$ cat config.mk
export PLATFORM = sky130hd
export DESIGN_NAME = nes_loader_top
export DESIGN_NICKNAME = d
export VERILOG_FILES = /design/src/logic/nes_loader_pkg.sv /design/src/logic/nes_loader_top.sv /design/src/logic/loader_write_sync.sv /design/src/logic/game_loader.sv /design/src/logic/ines_header_decode.sv
export VERILOG_INCLUDE_DIRS = /design/src /design/src/logic
export SDC_FILE = /design/constraint.sdc
export NUM_CORES = 1
export LEC_CHECK = 0
export ABC_AREA = 1
export BUFFER_PORTS_ARGS = -buffer_cell sky130_fd_sc_hd__buf_2
export CAP_MARGIN = 20
export CORE_UTILIZATION = 55
export DETAILED_ROUTE_END_ITERATION = 12
export PLACE_DENSITY = 0.77
export SLEW_MARGIN = 20
export SYNTH_ARGS = -nofsm -noshare
export SYNTH_HDL_FRONTEND = slang
export SYNTH_SLANG_ARGS = --single-unit
$ cat constraint.sdc
create_clock -name clk -period 5.7 [get_ports clk]
set_input_delay 0.855 -clock clk [delete_from_list [all_inputs] [get_ports clk]]
set_output_delay 0.855 -clock clk [all_outputs]
set_load 0.02 [all_outputs]
$ cat src/logic/nes_loader_config.svh
// Build-time constants for the cartridge loader
// Address width, memory bases, page shifts, clock-enable divider, reset hold

`ifndef NES_LOADER_CONFIG_SVH
`define NES_LOADER_CONFIG_SVH

// Cartridge memory is 4 MiB of bytes
`define NES_ADDR_W 22

// CHR sits in the top half, PRG starts at zero
`define CHR_BASE 22'h200000

// Disk images live above the BIOS region
`define FDS_BASE 22'h010000

// iNES / FDS header length in bytes
`define HEADER_BYTES 16

// PRG pages are 16 KiB, CHR pages 8 KiB
`define PRG_PAGE_SHIFT 14
`define CHR_PAGE_SHIFT 13

// Console runs on every fourth clock
`define CE_DIV 4

// Cycles the console stays in reset after a download ends
`define DL_RESET_CYCLES 255

`endif
$ cat src/logic/nes_loader_pkg.sv
// Shared loader types
// File kinds from the host, loader FSM states, mapper descriptor, memory write

package nes_loader_pkg;

	`include "nes_loader_config.svh"

	// Host download index
	typedef enum logic [7:0] {
		FILE_ROM  = 8'd0,
		FILE_BIOS = 8'd2,
		FILE_FDS  = 8'd3
	} file_kind_t;

	typedef enum logic [2:0] {
		LD_HEADER,  // Collecting the 16 header bytes
		LD_PRG,     // Counted PRG block
		LD_CHR,     // Counted CHR block
		LD_ERROR,   // Unrecognised image
		LD_RAW      // Contiguous copy until download ends
	} loader_state_t;

	// Descriptor handed to the mapper logic of the console
	typedef struct packed {
		logic [6:0] pad;
		logic [7:0] submapper;    // iNES 2.0 byte 8
		logic       four_screen;
		logic       chr_ram;
		logic       mirroring;    // 1 = vertical
		logic [2:0] chr_size;     // log2 of 8 KiB pages, rounded up
		logic [2:0] prg_size;     // log2 of 16 KiB pages, rounded up
		logic [7:0] mapper;
	} mapper_flags_t;

	typedef struct packed {
		logic [`NES_ADDR_W-1:0] addr;
		logic [7:0]             data;
	} mem_write_t;

endpackage

$ cat src/logic/nes_loader_top.sv
// Cartridge loading path top level
// System reset control, mapper descriptor latch, loader and write sync

`include "nes_loader_config.svh"

module nes_loader_top
	import nes_loader_pkg::*;
(
	input  logic          clk,
	input  logic          reset,
	input  logic          downloading,
	input  file_kind_t    file_kind,
	input  logic [7:0]    byte_data,
	input  logic          byte_wr,
	input  logic          invert_mirroring,
	output mem_write_t    mem_wr,
	output logic          mem_we,
	output mapper_flags_t mapper_flags,
	output logic          load_error,
	output logic          nes_reset
);

	logic          init_reset;
	logic [7:0]    dl_reset_cnt;
	logic          loader_reset;
	mem_write_t    loader_wr;
	logic          loader_wr_en;
	mapper_flags_t loader_flags;
	logic          loader_done;
	logic          loader_error;

	// Console stays in reset until the first image arrives
	always_ff @(posedge clk) begin
		if (reset)
			init_reset <= 1'b1;
		else if (downloading)
			init_reset <= 1'b0;
	end

	always_ff @(posedge clk) begin
		if (reset)
			dl_reset_cnt <= '0;
		else if (downloading)
			dl_reset_cnt <= 8'(`DL_RESET_CYCLES);
		else if (dl_reset_cnt != '0)
			dl_reset_cnt <= dl_reset_cnt - 1'b1;
	end

	// Loader re-arms once the post-download hold has run out
	assign loader_reset = reset || (dl_reset_cnt == '0);

	always_ff @(posedge clk) begin
		if (reset)
			mapper_flags <= '0;
		else if (loader_done)
			mapper_flags <= loader_flags;
	end

	assign load_error = loader_error && !init_reset;  // No load has happened yet
	assign nes_reset  = init_reset || downloading || (dl_reset_cnt != '0) || load_error;

	game_loader u_loader (
		.clk              (clk),
		.reset            (loader_reset),
		.downloading      (downloading),
		.file_kind        (file_kind),
		.byte_data        (byte_data),
		.byte_wr          (byte_wr),
		.invert_mirroring (invert_mirroring),
		.wr               (loader_wr),
		.wr_en            (loader_wr_en),
		.flags            (loader_flags),
		.done             (loader_done),
		.error            (loader_error)
	);

	loader_write_sync u_wr_sync (
		.clk    (clk),
		.reset  (reset),
		.wr_in  (loader_wr),
		.wr_en  (loader_wr_en),
		.wr_out (mem_wr),
		.we     (mem_we)
	);

endmodule

$ cat src/logic/loader_write_sync.sv
// Console clock-enable counter and one-deep write hold
// Releases each loader write in the next enable slot

`include "nes_loader_config.svh"

module loader_write_sync
	import nes_loader_pkg::*;
(
	input  logic       clk,
	input  logic       reset,
	input  mem_write_t wr_in,
	input  logic       wr_en,
	output mem_write_t wr_out,
	output logic       we
);

	localparam int CE_W = $clog2(`CE_DIV);

	logic [CE_W-1:0] ce_cnt;
	logic            ce_slot;
	logic            pending;
	mem_write_t      held;

	assign ce_slot = (ce_cnt == CE_W'(`CE_DIV - 1));

	// Free running, keeps counting through reset of the console
	always_ff @(posedge clk) begin
		if (reset)
			ce_cnt <= '0;
		else
			ce_cnt <= ce_cnt + 1'b1;
	end

	always_ff @(posedge clk) begin
		if (reset)
			pending <= 1'b0;
		else if (wr_en)
			pending <= 1'b1;  // Newer byte wins over an unreleased one
		else if (ce_slot)
			pending <= 1'b0;
	end

	always_ff @(posedge clk) begin
		if (wr_en)
			held <= wr_in;
	end

	assign we     = pending && ce_slot;
	assign wr_out = held;

endmodule

$ cat src/logic/game_loader.sv
// Download parser for iNES, BIOS and FDS images
// Captures the header and places each byte at its cartridge address

`include "nes_loader_config.svh"

module game_loader
	import nes_loader_pkg::*;
(
	input  logic          clk,
	input  logic          reset,
	input  logic          downloading,
	input  file_kind_t    file_kind,
	input  logic [7:0]    byte_data,
	input  logic          byte_wr,
	input  logic          invert_mirroring,
	output mem_write_t    wr,
	output logic          wr_en,
	output mapper_flags_t flags,
	output logic          done,
	output logic          error
);

	localparam int CTR_W = $clog2(`HEADER_BYTES);

	loader_state_t          state;
	logic [CTR_W-1:0]       ctr;
	logic [7:0]             header [`HEADER_BYTES];
	logic [`NES_ADDR_W-1:0] addr;
	logic [`NES_ADDR_W-1:0] bytes_left;
	logic                   nes_magic;
	logic                   fds_magic;
	logic                   in_block;
	logic                   in_stream;

	// Bytes 0..14 are already registered when the last header byte arrives
	assign nes_magic = header[0] == 8'h4E && header[1] == 8'h45 &&
		header[2] == 8'h53 && header[3] == 8'h1A;
	assign fds_magic = header[0] == 8'h46 && header[1] == 8'h44 &&
		header[2] == 8'h53 && header[3] == 8'h1A;

	assign in_block  = (state == LD_PRG || state == LD_CHR) && bytes_left != '0;
	assign in_stream = downloading && (state == LD_HEADER || state == LD_RAW);
	assign wr_en     = byte_wr && (in_block || in_stream);
	assign wr        = '{addr: addr, data: byte_data};

	ines_header_decode u_decode (
		.header           (header),
		.invert_mirroring (invert_mirroring),
		.flags            (flags)
	);

	always_ff @(posedge clk) begin
		if (reset) begin
			state <= LD_HEADER;
			ctr   <= '0;
			done  <= 1'b0;
			addr  <= (file_kind == FILE_FDS) ? `NES_ADDR_W'(`FDS_BASE + `HEADER_BYTES) : '0;
			if (downloading)
				error <= 1'b0;  // Cleared when a new download begins
		end else begin
			unique case (state)
				LD_HEADER: if (byte_wr && downloading) begin
					ctr         <= ctr + 1'b1;
					addr        <= addr + 1'b1;
					header[ctr] <= byte_data;
					bytes_left  <= `NES_ADDR_W'(header[4]) << `PRG_PAGE_SHIFT;
					if (ctr == CTR_W'(`HEADER_BYTES - 1)) begin
						if (nes_magic && !header[6][2]) begin  // Trainers unsupported
							state <= LD_PRG;
							addr  <= '0;
						end else if (fds_magic) begin
							state <= LD_RAW;
							addr  <= `NES_ADDR_W'(`FDS_BASE + `HEADER_BYTES);
						end else if (file_kind == FILE_BIOS) begin
							state <= LD_RAW;
							addr  <= `NES_ADDR_W'(`HEADER_BYTES);
						end else if (file_kind == FILE_FDS) begin
							state <= LD_RAW;
							addr  <= `NES_ADDR_W'(`FDS_BASE + 2 * `HEADER_BYTES);
						end else begin
							state <= LD_ERROR;
						end
					end
				end
				LD_PRG, LD_CHR: begin
					if (bytes_left != '0) begin
						if (byte_wr) begin
							bytes_left <= bytes_left - 1'b1;
							addr       <= addr + 1'b1;
						end
					end else if (state == LD_PRG) begin
						state      <= LD_CHR;
						addr       <= `CHR_BASE;
						bytes_left <= `NES_ADDR_W'(header[5]) << `CHR_PAGE_SHIFT;
					end else begin
						done <= 1'b1;
					end
				end
				LD_ERROR: begin
					done  <= 1'b1;
					error <= 1'b1;
				end
				LD_RAW: begin
					if (downloading) begin
						if (byte_wr)
							addr <= addr + 1'b1;
					end else begin
						// Synthetic header for mapper 20 with CHR RAM and the full PRG window
						done      <= 1'b1;
						header[4] <= 8'hFF;
						header[5] <= 8'h00;
						header[6] <= 8'h40;
						header[7] <= 8'h10;
						for (int i = 8; i < `HEADER_BYTES; i++) begin
							header[i] <= 8'h00;
						end
					end
				end
				default: state <= LD_HEADER;
			endcase
		end
	end

endmodule

$ cat src/logic/ines_header_decode.sv
// Combinational iNES header decode into the packed mapper descriptor
// Handles iNES 2.0 detection, dirty 1.0 headers and mirroring inversion

`include "nes_loader_config.svh"

module ines_header_decode
	import nes_loader_pkg::*;
(
	input  logic [7:0]    header [`HEADER_BYTES],
	input  logic          invert_mirroring,
	output mapper_flags_t flags
);

	logic [7:0] prg_pages;
	logic [7:0] chr_pages;
	logic       is_nes20;
	logic       upper_nonzero;
	logic       is_dirty;

	// Smallest power of two that holds the page count, capped at code 7
	function automatic logic [2:0] size_code(input logic [7:0] pages);
		logic [2:0] code;
		code = 3'd7;
		for (int i = 6; i >= 0; i--) begin
			if (pages <= (8'd1 << i))
				code = 3'(i);
		end
		return code;
	endfunction

	assign prg_pages = header[4];
	assign chr_pages = header[5];
	assign is_nes20  = (header[7][3:2] == 2'b10);

	// Junk left in bytes 8..15 by old dumping tools
	always_comb begin
		upper_nonzero = 1'b0;
		for (int i = 8; i < `HEADER_BYTES; i++) begin
			upper_nonzero = upper_nonzero | (header[i] != 8'h00);
		end
	end

	assign is_dirty = !is_nes20 && upper_nonzero;

	always_comb begin
		flags             = '0;
		flags.mapper[3:0] = header[6][7:4];
		flags.mapper[7:4] = is_dirty ? 4'h0 : header[7][7:4];  // Upper nibble untrusted
		flags.prg_size    = size_code(prg_pages);
		flags.chr_size    = size_code(chr_pages);
		flags.mirroring   = header[6][0] ^ invert_mirroring;
		flags.chr_ram     = (chr_pages == 8'h00);
		flags.four_screen = header[6][3];
		flags.submapper   = is_nes20 ? header[8] : 8'h00;
	end

endmodule

---- After elaboration in Yosys (flattened, before gate mapping) ----
Index checks and enable logic that the tools add are counted.
storage, ports and cells
  bits in registers ....................... 248
  input bits .............................. 21
cells by class
  add/sub/neg operators ................... 5
  order comparisons ....................... 16
  equal/unequal tests ..................... 27
  muxes and demuxes ....................... 60
  bitwise operators ....................... 11
  reduce and logical (&&, ||, !) cells .... 55
operators with widths
  kind                                                             number
  two-way mux 22 bit                                               15
  two-way mux 96 bit                                               2
  one-hot mux 96 bit (2 select lines)                              1
  bitwise mux 128 bit                                              1
  nonzero test 8 bit                                               9
  one-hot mux 22 bit (3 select lines)                              1
  two-way mux 3 bit                                                19
  one-hot mux 22 bit (2 select lines)                              1
  == test 8 x 7 -> 1 bit (second input constant)                   5
  demux 8 bit (select 4 bit)                                       1
  two-way mux 8 bit                                                4
  adder 22 x 1 -> 22 bit (second input constant)                   1
  nonzero test 22 bit                                              1
  subtractor 22 x 1 -> 22 bit (second input constant)              1
  two-way mux 17 bit                                               1
  == test 8 x 2 -> 1 bit (second input constant)                   2
  less-or-equal comparator 8 x 1 -> 1 bit (second input constant)  2
  less-or-equal comparator 8 x 2 -> 1 bit (second input constant)  2
  less-or-equal comparator 8 x 3 -> 1 bit (second input constant)  2
  less-or-equal comparator 8 x 4 -> 1 bit (second input constant)  2
  less-or-equal comparator 8 x 5 -> 1 bit (second input constant)  2
  less-or-equal comparator 8 x 6 -> 1 bit (second input constant)  2
  less-or-equal comparator 8 x 7 -> 1 bit (second input constant)  2
  logical NOT 8 bit                                                2
  37 further kinds                                                 93

---- Longest topological paths before layout ----
  word-level depth ........................ 10
  gate-level depth with buffers ........... 14
  depth with buffers taken out ............ 14

---- Cells and area by module ----
A second synthesis with hierarchy kept.
second synthesis, totals
  cells, all modules ...................... 1520
  area, all modules ....................... 13254.0 um^2
modules (own cells, without submodules)
  module              instances  cells each  area each (um^2)  sequential area each (um^2)
  game_loader         1          1078        9809.4            5355.1
  nes_loader_top      1          220         1640.3            820.8
  loader_write_sync   1          43          1012.2            960.9
  ines_header_decode  1          179         792.0             0.0

---- Least setup slack after synthesis ----
Ideal clock, no wire load.
  kind .................................... input to register
  start ................................... input reset
  end ..................................... register u_loader.header[0] in the netlist's numbering, enable pin
  library setup time ...................... 0.546 ns
  arrival ................................. 5.163 ns
  required time ........................... 5.154 ns
  slack ................................... -0.009 ns
  stages .................................. 3
  path through ............................ nor2_2 -> o21ai_0 -> nor2_1
on the way
  cells in the longest elaborated chain, start to end .. 3
RTL lines
  what                           RTL line              text
  start, declared                nes_loader_top.sv:10  input logic reset,
  logical OR 1 bit               nes_loader_top.sv:50  assign loader_reset = reset || (dl_reset_cnt == '0);
  NOT 1 bit (no line)            -
  AND reduction 4 bit (no line)  -
  end signal, assigned by index  game_loader.sv:65     header[ctr] <= byte_data;
  end, declared                  game_loader.sv:27     logic [7:0] header [`HEADER_BYTES];
Every way passes these cells.
A chain may end at the register's enable or synchronous reset.

---- Worst setup path after layout ----
  start ................................... register dl_reset_cnt[0]
  end ..................................... register u_loader.header[76] in the netlist's numbering, enable pin
on the way
  cells in the longest elaborated chain, start to end .. 4
RTL lines
  what                           RTL line              text
  start, declared                nes_loader_top.sv:24  logic [7:0] dl_reset_cnt;
  start signal, assigned         nes_loader_top.sv:44  dl_reset_cnt <= 8'(`DL_RESET_CYCLES);
  start signal, assigned         nes_loader_top.sv:46  dl_reset_cnt <= dl_reset_cnt - 1'b1;
  logical NOT 8 bit              nes_loader_top.sv:50
  logical OR 1 bit               nes_loader_top.sv:50
  NOT 1 bit (no line)            -
  AND reduction 4 bit (no line)  -
Every way passes these cells.

==> results.sh <==
export IMPL_wl_mm=28.4
export IMPL_finalMaxSlewViolations=0
export IMPL_port_buffers=78
export IMPL_final_fill_count=1782
export IMPL_yosysSeqAreaShare_pct=56.1
export IMPL_area_growth_pct=11.3
export IMPL_tritoncts="done"
export IMPL_layout_cells_non_filler=1706
export IMPL_power_density_nw_per_um2=456
export IMPL_max_cap_violations=0
export IMPL_grt_pass1_vias=9069
export IMPL_io_pins=86
export IMPL_synth_top_area_cell="edfxtp_1"
export IMPL_drc_errors=0
export IMPL_start_util_pct=56.2
export IMPL_syn_inst=1351
export IMPL_final_hold_viol_count=0
export IMPL_total_power_mw=6.24
export IMPL_drt_iter0_markers=835
export IMPL_fin_util_pct=62.6
export IMPL_async_reset_ff_share_pct=0
export IMPL_cts_root_buf="clkbuf_16"
export IMPL_fin_ws_ns=2.42
export IMPL_fmaxAchievable_mhz=305
export IMPL_hp_class="flop to flop"
export IMPL_p_clk_share_pct=27.9
export IMPL_worst_setup_path_type="flop to flop"
export IMPL_r2r_start="dl_reset_cnt[0]"
export IMPL_yosys_warnings=0
export IMPL_cts_max_level=1
export IMPL_pre_cts_ws_ns=2.27
export IMPL_overflow=0
export IMPL_viasPerCell=5.70
export IMPL_final_common_cell="nand2_1"
export IMPL_antenna_found_initial=0
export IMPL_status="complete, no violations"
export IMPL_final_cell_area_um2=13700
export IMPL_routed_via_count=9718
export IMPL_setup_viol=0
export IMPL_worstPathRequired_ns=5.86
export IMPL_die_w_um=152
export IMPL_min_period_over_period_pct=57.5
export IMPL_antenna_cells=0
export IMPL_synthFlopType="edfxtp_1"
export IMPL_drt_pre_antenna_iters=5
export IMPL_place_gp_congestion=0.905
export IMPL_synth_area_leaders="edfxtp_1, dfxtp_1, nand2_1"
export IMPL_multi_input_area_um2=4420
export IMPL_clock_latency_ns=0.54
export IMPL_ir_drop_mv=0.299
export IMPL_synth_edf_count=200
export IMPL_holdWs_ns=0.424
export IMPL_postPlaceCellArea_um2=12800
export IMPL_timing_rr_end="u_loader.header[76]"
export IMPL_synth_seq_cells=245
export IMPL_grt_first_pass_wirelength_mm=45.3
export IMPL_ant_nets=0
export IMPL_comb_power_share_pct=25.7
export IMPL_min_delay_start="u_wr_sync.ce_cnt[0]"
export IMPL_die_h_um=152
export IMPL_hpwl_mm=18.4
export IMPL_hold_path_depth=1
export IMPL_worstPathMaxFanout=50
export IMPL_clk_path_buf_depth=3
export IMPL_p_switching_mw=2.11
export IMPL_period_needed_ns=3.28
export IMPL_fin_nets=1435
export IMPL_drive_above_1_share_pct=12.3
export IMPL_critPathLaunchType="flop"
export IMPL_r2r_setup_slack_ns=2.42
export IMPL_globalRouteTotalUtil_pct=25.0
export IMPL_postSynthAreaPerCell_um2=9.11
export IMPL_cts_resized=0
export IMPL_p_int_mw=4.13
export IMPL_tns_ns=0
export IMPL_min_to="u_wr_sync.ce_cnt[0]"
export IMPL_synth_cell_types=50
export IMPL_power_leakage_nw=5.57
export IMPL_seq_power_share_pct=46.4
export IMPL_grt_max_degree=83
export IMPL_ff2ff_path_depth=10
export IMPL_dp_cells=1658
export IMPL_worst_pin_slew_ns=0.956
export IMPL_synth_top_area_share_pct=48.8
export IMPL_placementRows=54
export IMPL_die_area_um2=23000
export IMPL_synth_area_um2=12300
export IMPL_finClkSkew_ns=0.0119
export IMPL_p_sw_share_pct=33.8
export IMPL_worstPathArrival_ns=3.44
export IMPL_endpoint_kind="flop"
export IMPL_hold_buffers=0
export IMPL_cts_buffers=26
export IMPL_rsz0062_at_grt="false"
export IMPL_most_common_layout_cells="nand2_1, edfxtp_1, inv_1"
export IMPL_path_clk_slew_ns=0.06
export IMPL_clock_sinks=245
export IMPL_avgRoutedWirePerCell_um=16.6
export IMPL_seq_area_um2=6910
export IMPL_postCtsSetupBuffers=0
export IMPL_slew_headroom_pct=36.1
export IMPL_design_core_area_um2=21900
==> cell type report <==
| cell class | count | area share (%) |
|---|---|---|
| Clock inverter | 10 | 0.859 |
| Sequential cell | 245 | 50.4 |
| Multi-Input combinational cell | 865 | 32.3 |
| Timing Repair Buffer | 83 | 3.12 |
| Tap cell | 280 | 2.56 |
| Inverter | 185 | 5.09 |
| Clock buffer | 38 | 5.68 |
==> cell families (layout without fill, tap and decap cells) <==
logic type	Yosys count	after routing	synth area share (%)
xor gates and xnor gates	28	28	1.99
DFF	245	245	56.1
adders and majority gates	8	8	0.813
buffers and inverters	247	316	8.24
AOI/OAI and AO/OA	298	298	13.2
other	1	7	0.0305
and+or+nand+nor	524	524	19.6
==> worst max-delay path, cell delays in order, from the launching register on <==
cell     delay (ns)
dfxtp_1        0.33
inv_1          0.09
ha_1           0.21
inv_1          0.10
nor3_2         0.06
nand4_1        0.11
nor2_2         0.08
nor2_2         0.40
o21ai_0        0.33
nor2_4         0.53
buf_4          0.64
==> routing by layer <==
metal  GRT usage [%]  up-vias  wire (µm)
met5               0        -          0
met1            32.1     4558      11700
met4            9.50        0        854
li1                -     4724          -
met3            3.86       61       1930
met2            42.5      375      13900
==> flip-flops by register name, summed over array words and instances (netlist names) <==
signal / cells
dl_reset_cnt: 8
init_reset: 1
mapper_flags: 25
u_loader.addr: 22
u_loader.bytes_left: 22
u_loader.ctr: 4
u_loader.done: 1
u_loader.error: 1
u_loader.header: 125
u_loader.state: 3
u_wr_sync.ce_cnt: 2
u_wr_sync.pending: 1
u_wr_sync.wr_out: 30
==> synthesized netlist by cell type (2+ instances only) <==
library cell,n
nand3_1,52
inv_1,174
or2_1,2
nor2_1,121
buf_6,5
nor2_8,2
dfxtp_1,45
o22ai_1,2
inv_2,9
xor2_1,20
a21oi_1,142
nor2_2,9
nor3_1,16
nand4_1,53
nand3_2,2
clkbuf_1,37
a31oi_1,4
o21ai_0,103
nor3_2,5
buf_2,8
o21ai_1,3
nand3b_1,4
o221ai_1,8
a311oi_1,2
buf_1,2
xnor2_1,8
edfxtp_1,200
nor4_1,4
ha_1,8
o211ai_1,27
nor2_4,6
nand2_1,234
buf_4,10
or2_2,8
==> power by group through the flow <==
stage | Sequential, mW | Clock, mW | Combinational, mW
global route | 2.96 | 1.81 | 1.79
CTS | 2.90 | 1.76 | 1.60
detailed placement | 2.92 | 0 | 1.58
finish | 2.90 | 1.74 | 1.60
floorplan | 3.02 | 0 | 1.03
global placement | 2.91 | 0 | 1.54
==> worst max path at each step <==
stage                    startpoint                  end  slack [ns]
detailed placement          byte_wr  u_loader.header[83]        2.27
floorplan                     reset   u_loader.header[0]        1.54
finish              dl_reset_cnt[0]  u_loader.header[76]        2.42
global route        dl_reset_cnt[0]  u_loader.header[76]        2.20
CTS                 dl_reset_cnt[0]  u_loader.header[77]        2.46
global placement            byte_wr  u_loader.header[77]        2.32
Note: power is estimated with default switching activity, not from simulation.
